<file path="config.mk">
export PLATFORM = sky130hd
export DESIGN_NAME = etx
export DESIGN_NICKNAME = d
export VERILOG_FILES = /design/src/verilog/etx_pkg.sv /design/src/verilog/etx_fifo.sv /design/src/verilog/etx_arbiter.sv /design/src/verilog/etx_remap.sv /design/src/verilog/etx_protocol.sv /design/src/verilog/etx.sv
export SDC_FILE = /design/constraint.sdc
export NUM_CORES = 1
export LEC_CHECK = 0
export ABC_AREA = 0
export BUFFER_PORTS_ARGS = -buffer_cell sky130_fd_sc_hd__buf_2
export CORE_MARGIN = 4
export CORE_UTILIZATION = 39
export DETAILED_ROUTE_END_ITERATION = 8
export PLACE_DENSITY_LB_ADDON = 0.08
export SLEW_MARGIN = 0
export SYNTH_ARGS = -nofsm -noshare
export SYNTH_HDL_FRONTEND = slang
export SYNTH_SLANG_ARGS = --single-unit
</file>
<file path="constraint.sdc">
create_clock -name tx_lclk_div4 -period 9.45 [get_ports tx_lclk_div4]
set_input_delay 1.4175 -clock tx_lclk_div4 [delete_from_list [all_inputs] [get_ports tx_lclk_div4]]
set_output_delay 1.4175 -clock tx_lclk_div4 [all_outputs]
set_load 0.01 [all_outputs]
</file>
<file path="src/verilog/etx_pkg.sv">
package etx_pkg;

   localparam int PW = 104;                      // Emesh packet width

   typedef logic [PW-1:0] packet_t;              // Full emesh packet
   typedef logic [31:0]   addr_t;                // Dst/src address
   typedef logic [63:0]   beat_t;                // One parallel data beat
   typedef logic [7:0]    frame_t;               // Parallel frame byte

   // Packet field positions
   localparam int WRITE_BIT    = 0;
   localparam int DATAMODE_LSB = 2;              // 2 bits
   localparam int CTRLMODE_LSB = 4;              // 4 bits
   localparam int DSTADDR_LSB  = 8;
   localparam int DATA_LSB     = 40;
   localparam int SRCADDR_LSB  = 72;

   // Frame codes on the parallel frame lane
   localparam frame_t FRAME_IDLE = 8'h00;        // No packet
   localparam frame_t FRAME_HEAD = 8'h3F;        // Beat 0 of a packet
   localparam frame_t FRAME_TAIL = 8'hFF;        // Beat 1 of a packet

   // Destination remap, top 12 bits replaced
   localparam addr_t REMAP_SEL = 32'hFFF0_0000;  // Bits taken from pattern
   localparam addr_t REMAP_PAT = 32'h8E00_0000;  // Replacement value

   // Channel codes
   typedef enum logic [1:0] {
      WR = 2'd0,                                 // Write
      RD = 2'd1,                                 // Read request
      RR = 2'd2                                  // Read response
   } chan_t;

   localparam int FIFO_DEPTH = 4;                // Default channel FIFO depth

endpackage

</file>
<file path="src/verilog/etx_fifo.sv">
`timescale 1ns/1ps

module etx_fifo import etx_pkg::*; #(
   parameter int DEPTH = FIFO_DEPTH
) (
   input  logic    clk,
   input  logic    rst,
   input  logic    access,                           // Write strobe from outside
   input  packet_t packet,
   output logic    chan_wait,                        // Pushback, equals full
   input  logic    pop,                              // Head taken by arbiter
   output logic    fifo_access,                      // Not empty
   output packet_t fifo_packet                       // Show-ahead head entry
);

   localparam int AW = (DEPTH > 1) ? $clog2(DEPTH) : 1;
   localparam int CW = $clog2(DEPTH + 1);

   packet_t        mem [DEPTH];                      // Packet storage
   logic [AW-1:0]  wr_ptr;
   logic [AW-1:0]  rd_ptr;
   logic [CW-1:0]  count;                            // Entries held
   logic           push;
   logic           do_pop;

   assign chan_wait   = (count == CW'(DEPTH));
   assign fifo_access = (count != '0);
   assign fifo_packet = mem[rd_ptr];                 // Head visible without a read
   assign push        = access & ~chan_wait;         // Never overwrite when full
   assign do_pop      = pop & fifo_access;

   always_ff @(posedge clk) begin
      if (rst) begin
         wr_ptr <= '0;
         rd_ptr <= '0;
         count  <= '0;
      end else begin
         if (push)
            wr_ptr <= (wr_ptr == AW'(DEPTH - 1)) ? '0 : wr_ptr + 1'b1;  // Circular wrap
         if (do_pop)
            rd_ptr <= (rd_ptr == AW'(DEPTH - 1)) ? '0 : rd_ptr + 1'b1;
         case ({push, do_pop})
            2'b10:   count <= count + 1'b1;
            2'b01:   count <= count - 1'b1;
            default: count <= count;                 // Idle or push and pop together
         endcase
      end
   end

   always_ff @(posedge clk) begin
      if (push)
         mem[wr_ptr] <= packet;
   end

   // Sender must honor the pushback level
   a_no_strobe_full : assert property (@(posedge clk) disable iff (rst) access |-> !chan_wait)
      else $error("etx_fifo strobe while full");
   a_no_pop_empty : assert property (@(posedge clk) disable iff (rst) pop |-> fifo_access)
      else $error("etx_fifo pop while empty");

endmodule

</file>
<file path="src/verilog/etx_arbiter.sv">
`timescale 1ns/1ps

module etx_arbiter import etx_pkg::*; (
   input  logic    clk,
   input  logic    rst,
   input  logic    wr_access,                        // Write FIFO not empty
   input  packet_t wr_packet,
   input  logic    rd_access,                        // Read request FIFO not empty
   input  packet_t rd_packet,
   input  logic    rr_access,                        // Read response FIFO not empty
   input  packet_t rr_packet,
   input  logic    tx_wr_wait,                       // Partner blocks writes and responses
   input  logic    tx_rd_wait,                       // Partner blocks read requests
   input  logic    remap_wait,                       // Downstream stage full
   output logic    wr_pop,
   output logic    rd_pop,
   output logic    rr_pop,
   output logic    arb_access,
   output packet_t arb_packet,
   output logic    arb_rr                            // Granted packet is a read response
);

   logic    rr_ok;
   logic    rd_ok;
   logic    wr_ok;
   logic    grant_valid;
   chan_t   grant_chan;
   packet_t grant_packet;

   // Partner waits only mask new grants
   assign rr_ok = rr_access & ~tx_wr_wait;
   assign rd_ok = rd_access & ~tx_rd_wait;
   assign wr_ok = wr_access & ~tx_wr_wait;

   always_comb begin
      grant_valid  = 1'b1;
      grant_chan   = RR;
      grant_packet = rr_packet;
      if (rr_ok) begin                               // Responses first
         grant_chan   = RR;
         grant_packet = rr_packet;
      end else if (rd_ok) begin
         grant_chan   = RD;
         grant_packet = rd_packet;
      end else if (wr_ok) begin                      // Writes last
         grant_chan   = WR;
         grant_packet = wr_packet;
      end else begin
         grant_valid  = 1'b0;
      end
   end

   // Pop in the cycle the head is captured
   assign rr_pop = grant_valid & ~remap_wait & (grant_chan == RR);
   assign rd_pop = grant_valid & ~remap_wait & (grant_chan == RD);
   assign wr_pop = grant_valid & ~remap_wait & (grant_chan == WR);

   always_ff @(posedge clk) begin
      if (rst) begin
         arb_access <= 1'b0;
         arb_rr     <= 1'b0;
      end else if (!remap_wait) begin                // Hold while remap stalls
         arb_access <= grant_valid;
         arb_rr     <= grant_valid & (grant_chan == RR);
      end
   end

   always_ff @(posedge clk) begin
      if (!remap_wait)
         arb_packet <= grant_packet;
   end

   a_one_pop : assert property (@(posedge clk) disable iff (rst) $onehot0({wr_pop, rd_pop, rr_pop}))
      else $error("etx_arbiter popped more than one channel");

endmodule

</file>
<file path="src/verilog/etx_remap.sv">
`timescale 1ns/1ps

module etx_remap import etx_pkg::*; (
   input  logic    clk,
   input  logic    rst,
   input  logic    remap_en,                         // Level enable for address remap
   input  logic    arb_access,
   input  packet_t arb_packet,
   input  logic    arb_rr,                           // Read responses bypass remap
   input  logic    prot_wait,                        // Protocol busy with beat 0
   output logic    remap_wait,
   output logic    remap_access,
   output packet_t remap_packet
);

   addr_t   dst_in;
   addr_t   dst_out;
   packet_t packet_next;

   assign dst_in  = arb_packet[DSTADDR_LSB +: $bits(addr_t)];
   assign dst_out = (remap_en && !arb_rr) ?
                    ((dst_in & ~REMAP_SEL) | (REMAP_PAT & REMAP_SEL)) : dst_in;

   always_comb begin
      packet_next = arb_packet;
      packet_next[DSTADDR_LSB +: $bits(addr_t)] = dst_out;  // Only dstaddr can change
   end

   assign remap_wait = remap_access & prot_wait;     // Stall only when holding a packet

   always_ff @(posedge clk) begin
      if (rst)
         remap_access <= 1'b0;
      else if (!remap_wait)
         remap_access <= arb_access;
   end

   always_ff @(posedge clk) begin
      if (!remap_wait)
         remap_packet <= packet_next;
   end

endmodule

</file>
<file path="src/verilog/etx_protocol.sv">
`timescale 1ns/1ps

module etx_protocol import etx_pkg::*; (
   input  logic    clk,
   input  logic    rst,
   input  logic    remap_access,
   input  packet_t remap_packet,
   output logic    prot_wait,                        // High while beat 0 is out
   output frame_t  tx_frame_par,
   output beat_t   tx_data_par
);

   typedef enum logic [1:0] {
      IDLE,                                          // Nothing on the lanes
      HEAD,                                          // Beat 0 on the lanes
      TAIL                                           // Beat 1 on the lanes
   } state_t;

   state_t state;
   beat_t  head_beat;
   beat_t  tail_beat;                                // Beat 1 kept for next cycle
   logic   take;

   // Beat 0 layout: control byte, dstaddr, three zero bytes
   assign head_beat = {remap_packet[CTRLMODE_LSB +: 4],
                       remap_packet[DATAMODE_LSB +: 2],
                       remap_packet[WRITE_BIT],
                       1'b0,
                       remap_packet[DSTADDR_LSB +: $bits(addr_t)],
                       24'h0};

   assign prot_wait = (state == HEAD);
   assign take      = remap_access & (state != HEAD);  // One packet per two cycles

   always_ff @(posedge clk) begin
      if (rst) begin
         state        <= IDLE;
         tx_frame_par <= FRAME_IDLE;
         tx_data_par  <= '0;
      end else if (take) begin
         state        <= HEAD;
         tx_frame_par <= FRAME_HEAD;
         tx_data_par  <= head_beat;
      end else if (state == HEAD) begin
         state        <= TAIL;
         tx_frame_par <= FRAME_TAIL;
         tx_data_par  <= tail_beat;
      end else begin
         state        <= IDLE;
         tx_frame_par <= FRAME_IDLE;
         tx_data_par  <= '0;
      end
   end

   always_ff @(posedge clk) begin
      if (take)
         tail_beat <= {remap_packet[DATA_LSB +: 32], remap_packet[SRCADDR_LSB +: 32]};
   end

   a_tail_follows : assert property (@(posedge clk) disable iff (rst)
                                     tx_frame_par == FRAME_HEAD |=> tx_frame_par == FRAME_TAIL)
      else $error("etx_protocol beat 1 missing after beat 0");

endmodule

</file>
<file path="src/verilog/etx.sv">
`timescale 1ns/1ps

module etx import etx_pkg::*; (
   input  logic    tx_lclk_div4,                     // Parallel clock
   input  logic    rst,
   input  logic    remap_en,
   input  logic    txwr_access,                      // Write channel
   input  packet_t txwr_packet,
   output logic    txwr_wait,
   input  logic    txrd_access,                      // Read request channel
   input  packet_t txrd_packet,
   output logic    txrd_wait,
   input  logic    txrr_access,                      // Read response channel
   input  packet_t txrr_packet,
   output logic    txrr_wait,
   input  logic    tx_wr_wait,                       // Partner wait levels
   input  logic    tx_rd_wait,
   output frame_t  tx_frame_par,
   output beat_t   tx_data_par
);

   logic    txwr_fifo_access;
   packet_t txwr_fifo_packet;
   logic    txwr_pop;
   logic    txrd_fifo_access;
   packet_t txrd_fifo_packet;
   logic    txrd_pop;
   logic    txrr_fifo_access;
   packet_t txrr_fifo_packet;
   logic    txrr_pop;
   logic    arb_access;
   packet_t arb_packet;
   logic    arb_rr;
   logic    remap_wait;
   logic    remap_access;
   packet_t remap_packet;
   logic    prot_wait;

   etx_fifo #(.DEPTH(FIFO_DEPTH)) txwr_fifo (
      .clk (tx_lclk_div4), .rst (rst),
      .access (txwr_access), .packet (txwr_packet), .chan_wait (txwr_wait),
      .pop (txwr_pop), .fifo_access (txwr_fifo_access), .fifo_packet (txwr_fifo_packet));

   etx_fifo #(.DEPTH(FIFO_DEPTH)) txrd_fifo (
      .clk (tx_lclk_div4), .rst (rst),
      .access (txrd_access), .packet (txrd_packet), .chan_wait (txrd_wait),
      .pop (txrd_pop), .fifo_access (txrd_fifo_access), .fifo_packet (txrd_fifo_packet));

   etx_fifo #(.DEPTH(FIFO_DEPTH)) txrr_fifo (
      .clk (tx_lclk_div4), .rst (rst),
      .access (txrr_access), .packet (txrr_packet), .chan_wait (txrr_wait),
      .pop (txrr_pop), .fifo_access (txrr_fifo_access), .fifo_packet (txrr_fifo_packet));

   etx_arbiter etx_arbiter (
      .clk (tx_lclk_div4), .rst (rst),
      .wr_access (txwr_fifo_access), .wr_packet (txwr_fifo_packet),
      .rd_access (txrd_fifo_access), .rd_packet (txrd_fifo_packet),
      .rr_access (txrr_fifo_access), .rr_packet (txrr_fifo_packet),
      .tx_wr_wait (tx_wr_wait), .tx_rd_wait (tx_rd_wait), .remap_wait (remap_wait),
      .wr_pop (txwr_pop), .rd_pop (txrd_pop), .rr_pop (txrr_pop),
      .arb_access (arb_access), .arb_packet (arb_packet), .arb_rr (arb_rr));

   etx_remap etx_remap (
      .clk (tx_lclk_div4), .rst (rst), .remap_en (remap_en),
      .arb_access (arb_access), .arb_packet (arb_packet), .arb_rr (arb_rr),
      .prot_wait (prot_wait), .remap_wait (remap_wait),
      .remap_access (remap_access), .remap_packet (remap_packet));

   etx_protocol etx_protocol (
      .clk (tx_lclk_div4), .rst (rst),
      .remap_access (remap_access), .remap_packet (remap_packet),
      .prot_wait (prot_wait),
      .tx_frame_par (tx_frame_par), .tx_data_par (tx_data_par));

endmodule

</file>
Word-level counts from Yosys, hierarchy flattened
Memories as Yosys holds them, arrays and structs flattened. A register that Yosys moved wholly into a read port is not among the register bits.
Index checks and enable logic that the tools add are counted.

storage, ports and cells
  flip-flop bits (word level) = 370
  RAM bits = 1,248
  bits of input ports = 320
  output and inout port bits = 75
  word-level logic and storage cells = 126
  memories = 3

cells by class
  $add $sub $neg = 12
  eq/ne operators = 19
  mux-type cells = 36
  bitwise gates (word level) = 23
  reduce and logical (&&, ||, !) cells = 11

memory list
  name           words  bits a word  rd ports  clocked after memory_dff  write ports  line            source
  txrd_fifo.mem  4      104          1         1                         1            etx_fifo.sv:19  packet_t mem [DEPTH];
  txrr_fifo.mem  4      104          1         1                         1            etx_fifo.sv:19
  txwr_fifo.mem  4      104          1         1                         1            etx_fifo.sv:19

operators by type and width
  operator                                                               number
  104-bit two-way mux                                                    3
  64-bit two-way mux                                                     2
  2-bit two-way mux                                                      16
  2-bit equality test, second input constant                             10
  3-bit one-hot mux with 2 select lines                                  3
  1-bit bitwise AND                                                      16
  2-bit by 1-bit adder with 2-bit output, second input constant          6
  2-bit by 1-bit equality test with 1-bit output, second input constant  5
  1-bit two-way mux                                                      10
  3-bit by 1-bit adder with 3-bit output, second input constant          3
  3-bit equality test, second input constant                             3
  3-bit nonzero test                                                     3
  3-bit by 1-bit subtractor with 3-bit output, second input constant     3
  8-bit two-way mux                                                      1
  1-bit NOT                                                              7
  6-bit two-way mux                                                      1
  2-bit nonzero test                                                     3
  3-bit OR reduction                                                     1
  2-bit logical NOT                                                      1
  2-bit by 1-bit != test with 1-bit output, second input constant        1
  2-bit OR reduction                                                     1
  1-bit logical AND                                                      1
  1-bit logical NOT                                                      1

Logic depth before layout (Yosys ltp)
  word-level depth = 10
  depth in mapped cells = 12
  mapped depth without buffers = 9

Cells and area by module
Synthesis repeated with hierarchy kept, for this count alone.

second synthesis, totals
  cells, all modules = 2,599
  area total of the unflattened synthesis = 59,413.2 sq um

by module, submodules not included
  module        times used  cells each  area an instance (sq um)  sequential area each (sq um)
  etx_fifo      3           598         15,502.4                  12,672.2
  etx_arbiter   1           375         5,318.9                   3,163.0
  etx_protocol  1           307         4,307.9                   3,263.1
  etx_remap     1           123         3,279.4                   3,143.0

Worst setup path before layout
No wires, ideal clock.

  path type = register to register
  start = register etx_protocol.tx_frame_par[6] (netlist name)
  end = register etx_arbiter.arb_packet[0] (enable)
  setup time = 0.557 ns
  arrival time = 4.721 ns
  data required time = 8.893 ns
  slack = 4.172 ns
  cell stages (with the launch flop) = 4
  buffers on the path = 1
  period minus slack after synthesis = 5.278 ns
  path through = dfxtp_1 > and3b_1 > clkbuf_1 > inv_1

RTL lines
  item                    line               source
  end signal: assignment  etx_arbiter.sv:70  arb_packet <= grant_packet;
  end: declaration        etx_arbiter.sv:19  output packet_t arb_packet,

Final worst setup path
  start = register txrr_fifo.count[2]
  end = output port txrr_wait

on the way
  word-level cells in the longest chain between the ends = 1

RTL lines
  item                      line            source
  start: declaration        etx_fifo.sv:22  logic [CW-1:0] count;
  start signal: assignment  etx_fifo.sv:43  2'b10: count <= count + 1'b1;
  start signal: assignment  etx_fifo.sv:44  2'b01: count <= count - 1'b1;
  start signal: assignment  etx_fifo.sv:45  default: count <= count;
  3-bit equality test       etx_fifo.sv:26  assign chan_wait = (count == CW'(DEPTH));
  end: declaration          etx.sv:15       output logic txrr_wait,

Every way passes these cells.

==> flow_summary.toml <==
[logic_synthesis]
yosysSeqAreaShare_pct = 80.8
synth.largest_area_cell = "sky130_fd_sc_hd__edfxtp_1"
postSynth.asyncResetShare_pct = 0
yosys-mux-area-fraction_pct = 12.1
synth_compound_area_share_pct = 2.37
netlist_top_cells_area = "sky130_fd_sc_hd__edfxtp_1 (77%), sky130_fd_sc_hd__mux4_2 (12%), sky130_fd_sc_hd__dfxtp_1 (3.3%)"
post_synth_inst_count = 2571
ys.flop_type = "sky130_fd_sc_hd__edfxtp_1"
synth_top_area_share_pct = 77.4
post-synth-top-count-cell = "sky130_fd_sc_hd__edfxtp_1"
postSynthAreaPerCell_um2 = 22.7
synth.cell_area_um2 = 58400
synth_top_family_by_area = "multiplexers"
synth_simple_gate_area_share_pct = 3.15
synthAdderAreaFrac_pct = 0.488
synthXorXnorAreaFrac_pct = 0.0900
synth_enable_flop_cells = 1506
synth.ff_latch_count = 1603
synth.distinct_cells = 35
syn-num-nets = 2912
yosysWarningCount = 0
synth.top_cells.by_count = "sky130_fd_sc_hd__edfxtp_1 (1,506), sky130_fd_sc_hd__mux4_2 (309), sky130_fd_sc_hd__nor2b_1 (194)"

[grt]
first_global_vias = 28200
grtUsageTotal_pct = 19.4
initial_antenna_violation_count = 114
grt_start_max_net_pins = 109
grt_overflow_total = 0
wire_length_of_the_first_global_routing_pass_mm = 213

[run_status]
failing_checks = "max-slew violations"
status = "finished with violations"

[clock_network]
clock_path_buffers = 3
worstSkewPairLatency_ns = 0.79
clock-sinks = 1603
clkSlewWorstSetupHoldPaths_ns = 0.06
cts_root_buf = "sky130_fd_sc_hd__clkbuf_16"
cts_inserted_buffers = 171
ctsHoldBuffers = 0
cts_tree = "built"
post_cts_buffers = 0
cts_repair_resize_count = 0
clock_tree.htree_level_count = 4

[floorplan]
core_area_um2 = 148000
floorplan.rows = 141
initial_utilization_pct = 39.4
fp.dieH_um = 395
die_x_um = 395
dieArea_um2 = 156000
num_io_pins = 395

[cells_and_area]
area_growth_syn_to_layout_pct = 16.9
fillers = 12400
post_route_cells_drive_above_1_share_pct = 31.9
fin_nets = 3392

[route]
drt_iter0_drc = 2343
drtPass1Iterations = 5
route.met3.wl_mm = 12.0
ant_nets = 0
length_of_routed_met2_wiring_mm = 72.3
avgViaCountPerCell = 5.29
dr.max_layer_used = "met5"
num_vias = 27300
routedLengthMet1_mm = 63.6
totalWireLength_mm = 151
wl_per_cell_um = 29.3
drt_drc_violations_left = 0

[power_and_ir_drop]
ir_worst_vdd_uv = 179
power_density_nw_per_um2 = 284
cell_leakage_power_uw = 0.0230

[placement]
port_buffers = 391
dpl_worst_slack_ns = 5.13
gp_routability_congestion = 0.753
post-dp-hpwl_mm = 90.8

[critical_path]
critical_path_class = "reg2out"
worstPathArrival_ns = 2.16
path_max_fanout = 5
cp-end-kind = "output port"
cp-start-kind = "flip-flop"
cp_data_required_time_ns = 8.03

[sta]
worst_slew_pin_slew_ns = 1.53
achievable-frequency_mhz = 280
max_slew_margin_pct = -1.88
post-route-worst-setup-slack_ns = 5.88
final_max_slew_viol_count = 19
fin_skew_ns = 0.0255
min_period_over_period_pct = 37.8
timing.final.crit_period_ns = 3.57
rsz0062_at_grt = "false"
timing.final.setup_violations = 0
timing.setup.tns_ns = 0
final_report_hold_violation_count = 0

[run]
maxCapViolCount = 0

[worst_hold_path]
hold_path.class = "reg2reg"
[worst max-delay path: stages, from the launching register on]
cell and delay, ns:
sky130_fd_sc_hd__dfxtp_1 0.38, sky130_fd_sc_hd__nor3b_1 0.73, sky130_fd_sc_hd__buf_2 0.27
[logic make-up (layout without fill, tap and decap cells)]
family / after synthesis / in the layout
buf+inv: 148 / 775
xor+xnor: 6 / 6
other cells: 0 / 35
flops: 1603 / 1603
fa+ha+maj: 21 / 21
simple gates: 306 / 306
compound gates: 170 / 170
mux: 317 / 317
[cell type report]
class	count	area, µm²	share of cell area (%)
timing repair buffer	435	2310	3.39
inverter	20	82.6	0.121
tap	1930	2410	3.54
clock inverter	89	707	1.04
antenna	35	87.6	0.128
sequential	1603	47200	69.1
clock buffer	231	4830	7.08
multi-input combinational	820	10700	15.6
[final timing paths]
kind | from | slack, ns | depth (start not counted) | to
worst max-delay path | txrr_fifo.count[2]$_SDFFE_PP0P_ | 5.88 | 2 | txrr_wait
worst min register to register | etx_remap.remap_packet[96]$_DFFE_PN_ | 0.40 | 0 | etx_protocol.tail_beat[24]$_DFFE_PP_
worst max register to register | etx_protocol.tx_frame_par[6]$_SDFF_PP0_ | 5.93 | 5 | etx_arbiter.arb_packet[100]$_DFFE_PN_
worst min-delay path | etx_remap.remap_packet[96]$_DFFE_PN_ | 0.40 | 0 | etx_protocol.tail_beat[24]$_DFFE_PP_
[power by group]
part / total (µW) / internal [µW] / leakage, µW / switching (µW)
sequential: 9570 / 9110 / 0.0149 / 456
clock: 6520 / 3850 / 0.00273 / 2670
combinational: 3270 / 1430 / 0.00527 / 1840
[cell usage in the layout (no fill, tap or decap), drive strengths merged, types with 6 or more instances in the layout]
cell       n
a211o     97
a21oi     18
a22o      39
and2      45
buf      435
bufinv    10
clkbuf   231
clkinv    70
dfxtp     97
diode     35
edfxtp  1506
ha        18
inv       26
mux2i      8
mux4     309
nand2b     9
nor2      34
nor2b    194
o21ai      7
o22ai      7
xor2       6
[per-layer routing]
layer  vias to the layer above  GRT usage, %
met2                       855          30.6
met1                     14500          26.0
met5                         -             0
met3                       305          6.49
li1                      11600             -
met4                        56          4.98
[registers in the layout, indices dropped and copies added (netlist names), named ones only]
name                       count
etx_arbiter.arb_access         1
etx_arbiter.arb_packet       103
etx_arbiter.arb_rr             1
etx_protocol.state             1
etx_protocol.tail_beat        64
etx_protocol.tx_data_par      64
etx_protocol.tx_frame_par      2
etx_remap.remap_access         1
etx_remap.remap_packet       103
txrd_fifo.count                3
txrd_fifo.mem                412
txrd_fifo.rd_ptr               2
txrd_fifo.wr_ptr               2
txrr_fifo.count                3
txrr_fifo.mem                412
txrr_fifo.rd_ptr               2
txrr_fifo.wr_ptr               2
txwr_fifo.count                3
txwr_fifo.mem                412
txwr_fifo.rd_ptr               2
txwr_fifo.wr_ptr               2
[through the flow]
step / total power [µW] / instances / utilization [%] / hold WS [ns] / area (µm²)
4_1_cts: 19700 / 5128 / 46.0 / 0.404 / 68200
5_1_grt: 20200 / 5137 / 46.0 / 0.411 / 68200
6_report: 19400 / 5163 / 46.1 / 0.404 / 68300
3_5_place_dp: 13100 / 4808 / 42.3 / 0.405 / 62700
3_3_place_gp: 13000 / 4808 / 42.3 / 0.402 / 62700
2_1_floorplan: 11700 / 2571 / - / 0.400 / 58400
Note: power is estimated with default switching activity, not from simulation.
